===== src/common/expu_pkg.sv =====
//////////////////////////////
// Shared definitions for the exponential lanes of the softmax unit.
// Holds the bfloat16 field widths, the register placement choice and
// the integer constants of the Schraudolph approximation.
// Modules refer to these by scoped names.
//////////////////////////////

package expu_pkg;

    //////////////////////////////
    // bfloat16 format
    //////////////////////////////

    localparam int BF16_WIDTH    = 16;                      // Operand width.
    localparam int BF16_EXP_BITS = 8;                       // Exponent field width.
    localparam int BF16_MAN_BITS = 7;                       // Mantissa field width.
    localparam int BF16_BIAS     = 127;                     // Exponent bias.

    localparam logic [BF16_WIDTH-1:0] BF16_POS_INF   = 16'h7F80;
    localparam logic [BF16_WIDTH-1:0] BF16_CANON_NAN = 16'h7FC0;

    //////////////////////////////
    // Pipeline register placement
    //////////////////////////////

    typedef enum logic [1:0] {
        BEFORE = 2'd0,                                      // All registers ahead of the datapath.
        AFTER  = 2'd1,                                      // All registers behind the datapath.
        AROUND = 2'd2                                       // Datapath sits in the middle stage.
    } regs_config_e;

    //////////////////////////////
    // Approximation constants
    //////////////////////////////

    // log2(e) in unsigned fixed point with EXPU_A_FRACTION fractional bits.
    localparam int          EXPU_A_FRACTION = 10;
    localparam logic [11:0] EXPU_LOG2E_Q    = 12'd1477;

    // The mantissa correction subtracts (m * (128 - m) * GAIN) >> SHIFT.
    localparam logic [3:0]  EXPU_CORR_GAIN  = 4'd11;
    localparam int          EXPU_CORR_SHIFT = 12;

endpackage


===== src/expu/expu_schraudolph.sv =====
//////////////////////////////
// Combinational bfloat16 exponential after Schraudolph.
// The operand is scaled by log2(e) in fixed point and the exponent
// bias is added; the integer is then read as the result bit pattern.
// NaN, overflow and underflow are saturated.
//////////////////////////////

`timescale 1ns/100ps

module expu_schraudolph #(
    parameter bit ENABLE_ROUNDING = 1'b0
) (
    input  logic [expu_pkg::BF16_WIDTH-1:0] op_i,
    output logic [expu_pkg::BF16_WIDTH-1:0] res_o
);

    localparam int W       = expu_pkg::BF16_WIDTH;
    localparam int E_BITS  = expu_pkg::BF16_EXP_BITS;
    localparam int M_BITS  = expu_pkg::BF16_MAN_BITS;
    localparam int X_WIDTH = 15;                            // Magnitude below 2^7 with 7 fraction bits.
    localparam int P_WIDTH = X_WIDTH + 12;                  // Product with the 12-bit constant.
    localparam int T_WIDTH = 18;                            // Signed room for bias plus product.

    localparam logic [E_BITS-1:0] EXP_BIAS = E_BITS'(expu_pkg::BF16_BIAS);
    localparam logic [E_BITS-1:0] EXP_BIG  = E_BITS'(expu_pkg::BF16_BIAS + M_BITS);

    localparam logic signed [T_WIDTH-1:0] T_BIAS = T_WIDTH'(expu_pkg::BF16_BIAS << M_BITS);
    localparam logic signed [T_WIDTH-1:0] T_MAX  = T_WIDTH'(((2 ** E_BITS) - 1) << M_BITS);

    localparam logic [P_WIDTH-1:0] RND_OFS =
        P_WIDTH'(ENABLE_ROUNDING) << (expu_pkg::EXPU_A_FRACTION - 1);

    logic                        op_sign;
    logic [E_BITS-1:0]           op_exp;
    logic [M_BITS-1:0]           op_man;
    logic                        is_nan;
    logic                        big_mag;
    logic [X_WIDTH-1:0]          mag_fix;
    logic [P_WIDTH-1:0]          prod;
    logic [P_WIDTH-1:0]          prod_rnd;
    logic [T_WIDTH-2:0]          prod_int;
    logic signed [T_WIDTH-1:0]   prod_s;
    logic signed [T_WIDTH-1:0]   t_val;

    assign op_sign = op_i[W-1];
    assign op_exp  = op_i[W-2 -: E_BITS];
    assign op_man  = op_i[M_BITS-1:0];

    assign is_nan  = (op_exp == '1) && (op_man != '0);
    assign big_mag = (op_exp >= EXP_BIG);                   // |x| >= 128 saturates either way.

    // Magnitude with 7 fractional bits; zero and denormal exponents flush to 0.
    always_comb begin
        mag_fix = '0;
        if (!big_mag && op_exp != '0) begin
            if (op_exp >= EXP_BIAS) begin
                mag_fix = X_WIDTH'({1'b1, op_man}) << (op_exp - EXP_BIAS);
            end else begin
                mag_fix = X_WIDTH'({1'b1, op_man}) >> (EXP_BIAS - op_exp);
            end
        end
    end

    //////////////////////////////
    // Scale and bias
    //////////////////////////////

    assign prod     = P_WIDTH'(mag_fix) * P_WIDTH'(expu_pkg::EXPU_LOG2E_Q);
    assign prod_rnd = prod + RND_OFS;
    assign prod_int = prod_rnd[expu_pkg::EXPU_A_FRACTION +: T_WIDTH-1];
    assign prod_s   = $signed({1'b0, prod_int});
    assign t_val    = op_sign ? (T_BIAS - prod_s) : (T_BIAS + prod_s);

    always_comb begin
        if (is_nan) begin
            res_o = expu_pkg::BF16_CANON_NAN;
        end else if (big_mag) begin
            res_o = op_sign ? '0 : expu_pkg::BF16_POS_INF;
        end else if (t_val <= 0) begin
            res_o = '0;                                     // Underflow.
        end else if (t_val >= T_MAX) begin
            res_o = expu_pkg::BF16_POS_INF;                 // Overflow.
        end else begin
            res_o = {1'b0, t_val[W-2:0]};
        end
    end

endmodule


===== src/expu/expu_correction.sv =====
//////////////////////////////
// Quadratic mantissa correction for the Schraudolph result.
// Bends the linear fraction toward 2^f by subtracting a term that
// peaks in the middle of the binade. Zero, infinity and NaN pass.
//////////////////////////////

`timescale 1ns/100ps

module expu_correction (
    input  logic [expu_pkg::BF16_WIDTH-1:0] op_i,
    output logic [expu_pkg::BF16_WIDTH-1:0] res_o
);

    localparam int W          = expu_pkg::BF16_WIDTH;
    localparam int E_BITS     = expu_pkg::BF16_EXP_BITS;
    localparam int M_BITS     = expu_pkg::BF16_MAN_BITS;
    localparam int CORR_WIDTH = 2 * M_BITS + 1 + 4;         // m * (128 - m) * gain.

    logic                  op_sign;
    logic [E_BITS-1:0]     op_exp;
    logic [M_BITS-1:0]     op_man;
    logic [M_BITS:0]       man_cmpl;
    logic [CORR_WIDTH-1:0] corr_prod;
    logic [M_BITS-1:0]     corr_term;
    logic [M_BITS-1:0]     man_corr;
    logic                  pass_thru;

    assign op_sign = op_i[W-1];
    assign op_exp  = op_i[W-2 -: E_BITS];
    assign op_man  = op_i[M_BITS-1:0];

    // The term never exceeds m, so the subtraction stays in range.
    assign man_cmpl  = (M_BITS+1)'(2 ** M_BITS) - {1'b0, op_man};
    assign corr_prod = CORR_WIDTH'(op_man) * CORR_WIDTH'(man_cmpl)
                     * CORR_WIDTH'(expu_pkg::EXPU_CORR_GAIN);
    assign corr_term = M_BITS'(corr_prod >> expu_pkg::EXPU_CORR_SHIFT);
    assign man_corr  = op_man - corr_term;

    assign pass_thru = (op_i[W-2:0] == '0) || (op_exp == '1);

    always_comb begin
        if (pass_thru) begin
            res_o = op_i;                                   // Zero, infinity or NaN.
        end else begin
            res_o = {op_sign, op_exp, man_corr};
        end
    end

endmodule


===== src/expu/expu_row.sv =====
//////////////////////////////
// One exponential lane with its pipeline registers.
// REG_POS puts the datapath at the end of the register chain, at its
// start, or in the middle stage. Each register loads on its enable
// bit, so bubbles leave the stored data in place.
//////////////////////////////

`timescale 1ns/100ps

module expu_row #(
    parameter int unsigned            NUM_REGS               = 3,
    parameter expu_pkg::regs_config_e REG_POS                = expu_pkg::AROUND,
    parameter bit                     ENABLE_ROUNDING        = 1'b0,
    parameter bit                     ENABLE_MANT_CORRECTION = 1'b1
) (
    input  logic                            clk_i,
    input  logic                            rst_ni,
    input  logic                            clear_i,
    input  logic [NUM_REGS-1:0]             enable_i,
    input  logic [expu_pkg::BF16_WIDTH-1:0] op_i,
    output logic [expu_pkg::BF16_WIDTH-1:0] res_o
);

    localparam int W         = expu_pkg::BF16_WIDTH;
    localparam int MID_STAGE = NUM_REGS / 2;

    logic [W-1:0] stage_d [NUM_REGS];
    logic [W-1:0] stage_q [NUM_REGS];
    logic [W-1:0] dp_op;
    logic [W-1:0] res_sch;
    logic [W-1:0] result;

    //////////////////////////////
    // Register chain
    //////////////////////////////

    for (genvar i = 0; i < NUM_REGS; i++) begin : gen_stage
        if (REG_POS == expu_pkg::AROUND && i == MID_STAGE) begin : gen_mid
            assign stage_d[i] = result;                     // Middle stage takes the datapath.
        end else if (i == 0 && REG_POS == expu_pkg::AFTER) begin : gen_head_res
            assign stage_d[i] = result;
        end else if (i == 0) begin : gen_head_op
            assign stage_d[i] = op_i;
        end else begin : gen_link
            assign stage_d[i] = stage_q[i-1];
        end

        always_ff @(posedge clk_i or negedge rst_ni) begin
            if (!rst_ni) begin
                stage_q[i] <= '0;
            end else if (clear_i) begin
                stage_q[i] <= '0;
            end else if (enable_i[i]) begin
                stage_q[i] <= stage_d[i];
            end
        end
    end

    //////////////////////////////
    // Datapath placement
    //////////////////////////////

    if (REG_POS == expu_pkg::BEFORE) begin : gen_before
        assign dp_op = stage_q[NUM_REGS-1];
        assign res_o = result;
    end else if (REG_POS == expu_pkg::AFTER) begin : gen_after
        assign dp_op = op_i;
        assign res_o = stage_q[NUM_REGS-1];
    end else begin : gen_around
        if (MID_STAGE == 0) begin : gen_mid_first
            assign dp_op = op_i;
        end else begin : gen_mid_inner
            assign dp_op = stage_q[MID_STAGE-1];
        end
        assign res_o = stage_q[NUM_REGS-1];
    end

    expu_schraudolph #(
        .ENABLE_ROUNDING (ENABLE_ROUNDING)
    ) u_schraudolph (
        .op_i  (dp_op),
        .res_o (res_sch)
    );

    if (ENABLE_MANT_CORRECTION) begin : gen_corr
        expu_correction u_correction (
            .op_i  (res_sch),
            .res_o (result)
        );
    end else begin : gen_no_corr
        assign result = res_sch;
    end

endmodule


===== src/expu/expu_ctrl.sv =====
//////////////////////////////
// Valid pipeline for the exponential lanes.
// A valid bit shifts along with the data; the stage enables are the
// incoming strobe and the valid bits, so only stages that receive an
// item load.
//////////////////////////////

`timescale 1ns/100ps

module expu_ctrl #(
    parameter int unsigned NUM_REGS = 3
) (
    input  logic                clk_i,
    input  logic                rst_ni,
    input  logic                clear_i,
    input  logic                valid_i,
    output logic [NUM_REGS-1:0] stage_en_o,
    output logic                valid_o
);

    logic [NUM_REGS-1:0] valid_q;
    logic [NUM_REGS:0]   valid_chain;

    // Bit i of the chain is the valid bit entering stage i.
    assign valid_chain = {valid_q, valid_i};
    assign stage_en_o  = valid_chain[NUM_REGS-1:0];

    always_ff @(posedge clk_i or negedge rst_ni) begin
        if (!rst_ni) begin
            valid_q <= '0;
        end else if (clear_i) begin
            valid_q <= '0;                                  // Items in flight are dropped.
        end else begin
            valid_q <= stage_en_o;
        end
    end

    assign valid_o = valid_chain[NUM_REGS];

endmodule


===== src/verilog/expu_top.sv =====
//////////////////////////////
// Top level of the parallel exponential unit.
// One valid controller drives NUM_LANES lanes in lock step. Lane 0
// sits in the low bits of op_i and res_o. Results appear NUM_REGS
// cycles after valid_i, with no back-pressure.
//////////////////////////////

`timescale 1ns/100ps

module expu_top #(
    parameter int unsigned            NUM_LANES              = 4,
    parameter int unsigned            NUM_REGS               = 3,
    parameter expu_pkg::regs_config_e REG_POS                = expu_pkg::AROUND,
    parameter bit                     ENABLE_ROUNDING        = 1'b0,
    parameter bit                     ENABLE_MANT_CORRECTION = 1'b1
) (
    input  logic                                      clk_i,
    input  logic                                      rst_ni,
    input  logic                                      clear_i,
    input  logic                                      valid_i,
    input  logic [NUM_LANES*expu_pkg::BF16_WIDTH-1:0] op_i,
    output logic [NUM_LANES*expu_pkg::BF16_WIDTH-1:0] res_o,
    output logic                                      valid_o
);

    localparam int W = expu_pkg::BF16_WIDTH;

    logic [NUM_REGS-1:0] stage_en;

    //////////////////////////////
    // Valid pipeline
    //////////////////////////////

    expu_ctrl #(
        .NUM_REGS (NUM_REGS)
    ) u_ctrl (
        .clk_i      (clk_i),
        .rst_ni     (rst_ni),
        .clear_i    (clear_i),
        .valid_i    (valid_i),
        .stage_en_o (stage_en),
        .valid_o    (valid_o)
    );

    //////////////////////////////
    // Lanes
    //////////////////////////////

    for (genvar l = 0; l < NUM_LANES; l++) begin : gen_lane
        expu_row #(
            .NUM_REGS               (NUM_REGS),
            .REG_POS                (REG_POS),
            .ENABLE_ROUNDING        (ENABLE_ROUNDING),
            .ENABLE_MANT_CORRECTION (ENABLE_MANT_CORRECTION)
        ) u_row (
            .clk_i    (clk_i),
            .rst_ni   (rst_ni),
            .clear_i  (clear_i),
            .enable_i (stage_en),
            .op_i     (op_i[l*W +: W]),
            .res_o    (res_o[l*W +: W])
        );
    end

endmodule


===== config.mk =====
export PLATFORM = sky130hd
export DESIGN_NAME = expu_top
export DESIGN_NICKNAME = d
export VERILOG_FILES = /design/src/common/expu_pkg.sv /design/src/expu/expu_schraudolph.sv /design/src/expu/expu_correction.sv /design/src/expu/expu_row.sv /design/src/expu/expu_ctrl.sv /design/src/verilog/expu_top.sv
export SDC_FILE = /design/constraint.sdc
export NUM_CORES = 2
export LEC_CHECK = 0
export ABC_AREA = 1
export BUFFER_PORTS_ARGS = -buffer_cell sky130_fd_sc_hd__buf_2
export CAP_MARGIN = 20
export CORE_MARGIN = 1
export CORE_UTILIZATION = 40
export CTS_BUF_LIST = sky130_fd_sc_hd__clkbuf_4 sky130_fd_sc_hd__clkbuf_8
export CTS_CLUSTER_DIAMETER = 60
export DETAILED_ROUTE_END_ITERATION = 7
export GPL_TIMING_DRIVEN = 0
export PLACE_DENSITY_LB_ADDON = 0.12
export SETUP_SLACK_MARGIN = 0.05
export SLEW_MARGIN = 20
export SYNTH_ARGS = -nofsm -noshare
export SYNTH_HDL_FRONTEND = slang
export SYNTH_HIERARCHICAL = 1
export SYNTH_SLANG_ARGS = --single-unit

===== constraint.sdc =====
create_clock -name clk_i -period 31.9 [get_ports clk_i]
set_input_delay 6.38 -clock clk_i [delete_from_list [all_inputs] [get_ports clk_i]]
set_output_delay 6.38 -clock clk_i [all_outputs]
set_load 0.02 [all_outputs]

# Word level (Yosys, flattened, before mapping)
# Index checks and enable logic that the tools add are counted.
# word_totals
ff_bits	195
elab_cells	173
# op_classes
addsub	24
multipliers	12
n_lt_le_gt_ge	16
n_eq_ne	8
shift	8
mux	61
reduce_logical	31
# ops
cell	n
15-bit 2-to-1 mux	28
16-bit 2-to-1 mux	24
15-bit by 11-bit multiplier with 26-bit output, second input constant	4
15-bit by 4-bit multiplier with 19-bit output, second input constant	4
18-bit by 16-bit greater-or-equal comparator with 1-bit output, second input constant	4
18-bit by 1-bit <= comparator with 1-bit output, second input constant	4
18-bit 2-to-1 mux	4
14-bit by 16-bit adder with 17-bit output, first input constant	4
14-bit by 16-bit subtractor with 17-bit output, first input constant	4
8-bit == test, second input constant	8
15-bit zero test	4
7-bit by 8-bit multiplier with 15-bit output	4
8-bit by 8-bit << shifter with 15-bit output	4
8-bit by 8-bit >> shifter with 15-bit output	4
8-bit by 7-bit greater-or-equal comparator with 1-bit output, second input constant	4
8-bit greater-or-equal comparator, second input constant	4
8-bit nonzero test	4
7-bit by 8-bit subtractor with 8-bit output, first input constant	4
8-bit by 7-bit subtractor with 8-bit output, first input constant	4
8-bit by 7-bit subtractor with 8-bit output, second input constant	4
7-bit 2-to-1 mux	4
7-bit nonzero test	4
7-bit subtractor	4
1-bit logical AND	8
4 further kinds	12

# Longest topological paths before layout
# logic_depth
word_depth	19
mapped_depth	103

# By module
# The synthesis kept the hierarchy.
# by_module_without_submodules
mod	instances	cells_per_inst	area_per_inst_um2
expu_correction (gen_lane[0].u_row.gen_corr.u_correction ...)	3	465	3464.6
expu_row	4	210	1891.8
expu_schraudolph (gen_lane[0].u_row.u_schraudolph)	1	925	5669.2
expu_schraudolph (gen_lane[1].u_row.u_schraudolph)	1	912	5537.8
expu_schraudolph (gen_lane[3].u_row.u_schraudolph)	1	878	5472.7
expu_schraudolph (gen_lane[2].u_row.u_schraudolph)	1	874	5366.4
expu_correction (gen_lane[1].u_row.gen_corr.u_correction)	1	463	3420.8
expu_ctrl	1	10	105.1

# Least setup slack after synthesis
# OpenSTA, ideal clock, no wires.
# synth_path
path_kind	reg2reg
startpoint	reg gen_lane[0].u_row.stage_q (netlist bit gen_lane[0].u_row/dp_op[7])
endpoint	reg gen_lane[0].u_row.stage_q (netlist bit gen_lane[0].u_row/stage_d[6])
setup_time_ps	116
arrival_ps	15076
t_required_ps	31784
slack_ps	16708
path_stages_with_launch	84
n_path_buf	3
period_less_slack_ps	15192
path_cell_list	dfrtp_1 clkbuf_1 clkinv_1 ha_1 inv_1 clkbuf_1 nand3_1 a211oi_1 ha_1 fa_1 inv_1 fa_1 inv_1 fa_1 inv_1 fa_1 inv_1 ha_1 [... 48 more ...] nand2_1 nand3_1 xor2_1 ha_1 inv_1 fa_1 nand3_1 nand2_1 nand2_1 nand2_1 nand2_1 nand2_1 nand3_1 nand3_1 nand2_1 nand2_1 nand3_1 nand2_1
# synth_between
elab_chain_cells	19
word_cells_on_any_way	33
# synth_lines
item	line_no	rtl
from (decl)	expu_row.sv:28	logic [W-1:0] stage_q [NUM_REGS];
from (signal, indexed assignment)	expu_row.sv:54	stage_q[i] <= stage_d[i];
7-bit by 8-bit subtractor with 8-bit output, or another cell as far along	expu_schraudolph.sv:59	mag_fix = X_WIDTH'({1'b1, op_man}) >> (EXP_BIAS - op_exp);
8-bit by 8-bit >> shifter with 15-bit output, or another cell as far along	expu_schraudolph.sv:59	
15-bit 2-to-1 mux / 1-bit logical AND (equally long branches)	expu_schraudolph.sv:56, expu_schraudolph.sv:55	
15-bit 2-to-1 mux	expu_schraudolph.sv:55	if (!big_mag && op_exp != '0) begin
15-bit by 11-bit multiplier with 26-bit output	expu_schraudolph.sv:68	assign prod = P_WIDTH'(mag_fix) * P_WIDTH'(expu_pkg::EXPU_LOG2E_Q);
14-bit by 16-bit adder with 17-bit output / 14-bit by 16-bit subtractor with 17-bit output (equally long branches)	expu_schraudolph.sv:72	assign t_val = op_sign ? (T_BIAS - prod_s) : (T_BIAS + prod_s);
18-bit 2-to-1 mux	expu_schraudolph.sv:72	
18-bit by 16-bit greater-or-equal comparator with 1-bit output	expu_schraudolph.sv:81	end else if (t_val >= T_MAX) begin
[... 4 more ...]	n/a	
named net gen_lane[0].u_row.res_sch[0]	expu_row.sv:30	logic [W-1:0] res_sch;
8-bit by 7-bit subtractor with 8-bit output	expu_correction.sv:33	assign man_cmpl = (M_BITS+1)'(2 ** M_BITS) - {1'b0, op_man};
7-bit by 8-bit multiplier with 15-bit output	expu_correction.sv:34	assign corr_prod = CORR_WIDTH'(op_man) * CORR_WIDTH'(man_cmpl)
15-bit by 4-bit multiplier with 19-bit output	expu_correction.sv:35	* CORR_WIDTH'(expu_pkg::EXPU_CORR_GAIN);
7-bit subtractor	expu_correction.sv:37	assign man_corr = op_man - corr_term;
7-bit 2-to-1 mux *	expu_correction.sv:42	if (pass_thru) begin
named net gen_lane[0].u_row.result[6]	expu_row.sv:31	logic [W-1:0] result;
16-bit 2-to-1 mux *	expu_row.sv:53	end else if (enable_i[i]) begin
16-bit 2-to-1 mux *	expu_row.sv:51	end else if (clear_i) begin
# Mark *: on every way through the listed nets, which the timed path passes. The rest lies on a longest branch. The select of a mux whose other input is x is not followed.
# A chain may end at the register's enable or synchronous reset.

# Worst setup path in the final report
# layout_path
startpoint	reg gen_lane[0].u_row.stage_q (netlist bit gen_lane[0].u_row/dp_op[8])
endpoint	reg gen_lane[0].u_row.stage_q (netlist bit gen_lane[0].u_row/stage_d[6])
# Same word-level chain as after synthesis.

==> flow_summary.yaml <==
outcome:
  status: "completed"
global_route:
  grt.overflow.total: 0
  grt.total_usage: 0.2079
  grt_antenna_before_repair: 5
  first_global_vias: 38166
  grt_max_degree: 78
  grt_first_pass_wirelength_um: 189900
timing:
  final_setup_vio_count: 0
  finalCritPeriodShare: 0.5668
  max_slew.worst_pin.slew_ns: 1.059
  setup-tns-final_ns: 0
  final_max_slew_viol_count: 0
  skew_ns: 0.03967
  achievable-frequency_mhz: 55.31
  timing.final.ws_setup_ns: 13.82
  rsz0062_at_grt: "false"
  hold_slack_ns: 0.4770
  final.min_clock_period_ns: 18.08
  max_slew_margin: 0.2939
  hold_viol_final: 0
clock_network:
  htree_levels: 4
  clk_root_buffer_cell: "sky130_fd_sc_hd__clkbuf_8"
  cts.reportedPaths.clkPinSlew_ns: 0.11
  cts_buffer_depth: 2
  clock_latency_ns: 0.62
  cts_post_setup_buffers_inserted: 0
  tritoncts_num_sinks: 195
  post_cts_resize_count: 0
  cts_inserted_buffers: 17
  holdBufCountCts: 0
  tritoncts_clock_tree: "yes"
setup_path:
  cp.required_ns: 32.39
  cpMaxStageDelayCell: "sky130_fd_sc_hd__o21ai_0"
  cpPeakStageDelay_ns: 0.81
  crit_path_class: "reg -> reg"
  crit_path_frequent_cell: "sky130_fd_sc_hd__nand2_1"
  crit_arrival_ns: 18.57
  startpoint_type: "register"
  ff2ff_setup_slack_ns: 13.82
  worstSetupEndpointType: "register"
  worst-path-max-fanout: 10
yosys:
  synthMuxAreaShare: 0.0006898
  instance_count_of_the_mapped_netlist: 6297
  synth.top_cells.by_count: "sky130_fd_sc_hd__nand2_1 (1745), sky130_fd_sc_hd__inv_1 (1080), sky130_fd_sc_hd__ha_1 (716), sky130_fd_sc_hd__nand3_1 (487), sky130_fd_sc_hd__nor2_1 (365)"
  postSynth.asyncResetShare: 1.000
  synth_simple_gate_area_frac: 0.3066
  biggest_area_consumer_among_synthesized_cells: "sky130_fd_sc_hd__ha_1"
  largest_family_of_logic_cells_by_synthesized_area: "adder cells"
  ys_ff_latch: 195
  top_cells_by_area_in_the_synthesized_netlist: "sky130_fd_sc_hd__ha_1 (21%), sky130_fd_sc_hd__fa_1 (15%), sky130_fd_sc_hd__nand2_1 (15%), sky130_fd_sc_hd__dfrtp_1 (11%), sky130_fd_sc_hd__inv_1 (9.3%)"
  post_synth_design_cell_area_um2: 43530
  mean_cell_area_of_the_mapped_netlist_um2: 6.913
  synth_edf_count: 0
  ys.flop_type: "sky130_fd_sc_hd__dfrtp_1"
  synthAdderAreaFrac: 0.3566
  synth_compound_gate_area_share: 0.07958
  synth_top_cell_area_share: 0.2058
  synth.lib_cells_used.distinct: 62
  sequential_share_of_the_synthesized_area: 0.1121
  synth.yosys.warnings: 6
  synthMostInstantiatedCell: "sky130_fd_sc_hd__nand2_1"
  synth_xor_area_frac: 0.02354
placement:
  placement.io_buffers: 132
  dp_slack_ns: 13.72
  gp_congestion: 0.8721
  hpwl_um: 95810
  place.detailed.instances: 7856
finish:
  syn_to_final_growth_pct: 6.981
  nFillCells: 11465
  final_nets: 7585
  final_layout_size_suffix_gt1_frac: 0.1042
  stdcell_count: 7893
run:
  max-cap-violations: 0
routing:
  wl_per_cell_um: 14.18
  dr.pass1.iters: 5
  routed-via-count: 38683
  antenna_violating_nets_left: 0
  drt_first_iter_violations: 1857
  drt-total-wl_um: 112000
  vias_per_cell: 4.901
  drc_errors: 0
floorplan:
  die_area_um2: 110200
  initial_standard_cell_utilization_of_the_core: 0.4049
  die_h_um: 331.9
  ioPinCount: 133
  std_cell_core_area_um2: 107500
  fp.dieW_um: 331.9
  core.rowCount: 120
worst_hold_path:
  hold_path_class: "reg -> reg"
## cells by family (layout without fill, tap and decap cells)
family	Yosys count	after routing
xor+xnor	111	111
simple gates	3030	3030
mux	3	3
flops	195	195
buf+inv	1319	1488
compound gates	583	583
fa+ha+maj	1044	1044
other cells	12	36
## layer usage
metal / routed length, um / vias to the layer above / GRT usage
li1: - / 20248 / -
met1: 55090 / 17945 / 0.2851
met2: 52550 / 426 / 0.3548
met3: 2923 / 60 / 0.02078
met4: 1369 / 4 / 0.03901
met5: 24 / - / 0
## through the flow
step | area [um2] | util
2_1_floorplan | 43610 | -
3_3_place_gp | 46020 | 0.4281
3_5_place_dp | 46140 | 0.4292
4_1_cts | 46550 | 0.4330
5_1_grt | 46560 | 0.4331
6_report | 46570 | 0.4332
## cell usage in the layout, fill, tap and decap left out, drive strengths merged, types with 18 or more instances in the layout
cell type,instances
fa,328
nand4,73
nand2,1849
nor2,435
nand3,518
o21ai,189
or2,20
conb,32
a21o,18
dfrtp,195
nor3,104
inv,1179
ha,716
a21oi,268
buf,242
clkbuf,53
o21bai,21
xnor2,50
xor2,61
## worst paths after layout
| check | start | endpoint | cells past startpoint |
|---|---|---|---|
| max in group asynchronous | rst_ni | gen_lane[3].u_row/dp_op[6]$_DFFE_PN0P_ | 3 |
| worst max-delay path | gen_lane[0].u_row/dp_op[8]$_DFFE_PN0P_ | gen_lane[0].u_row/stage_d[6]$_DFFE_PN0P_ | 84 |
| min in group asynchronous | rst_ni | gen_lane[0].u_row/dp_op[6]$_DFFE_PN0P_ | 1 |
| worst min-delay path | gen_lane[2].u_row/res_o[13]$_DFFE_PN0P_ | gen_lane[2].u_row/res_o[13]$_DFFE_PN0P_ | 2 |
| worst min register to register | gen_lane[2].u_row/res_o[13]$_DFFE_PN0P_ | gen_lane[2].u_row/res_o[13]$_DFFE_PN0P_ | 2 |
| worst max register to register | gen_lane[0].u_row/dp_op[8]$_DFFE_PN0P_ | gen_lane[0].u_row/stage_d[6]$_DFFE_PN0P_ | 84 |
## sequential cells by signal, indices dropped and copies added, names as in the netlist
register                flops
gen_lane.u_row/dp_op       64
gen_lane.u_row/stage_d     64
u_ctrl/valid_q              3
gen_lane.u_row/res_o       64
## final cells by class
class                      instances  area, um2  share of cell area
sequential                       195       4880              0.1048
timing repair buffer             137      743.2             0.01596
inverter                        1179       4425             0.09502
tap                             1403       1755             0.03769
buffer                           140      789.5             0.01695
clock buffer                      18      241.5            0.005185
multi-input combinational       4803      33560              0.7206
antenna                            4      10.01           0.0002149
clock inverter                    14      167.7            0.003600
## worst max-delay path, delay by kind of cell, from the launching register on
| family | cells | cell delay, ns |
|---|---|---|
| AOI/OAI and AO/OA | 7 | 2.49 |
| xor gates and xnor gates | 2 | 0.71 |
| adders and majority gates | 19 | 7.80 |
| buffers and inverters | 19 | 1.99 |
| DFF | 1 | 0.42 |
| and+or+nand+nor | 37 | 4.53 |
Power is not shown: default switching activity piles up to over one toggle a cycle in this logic, so the estimate is an artifact.
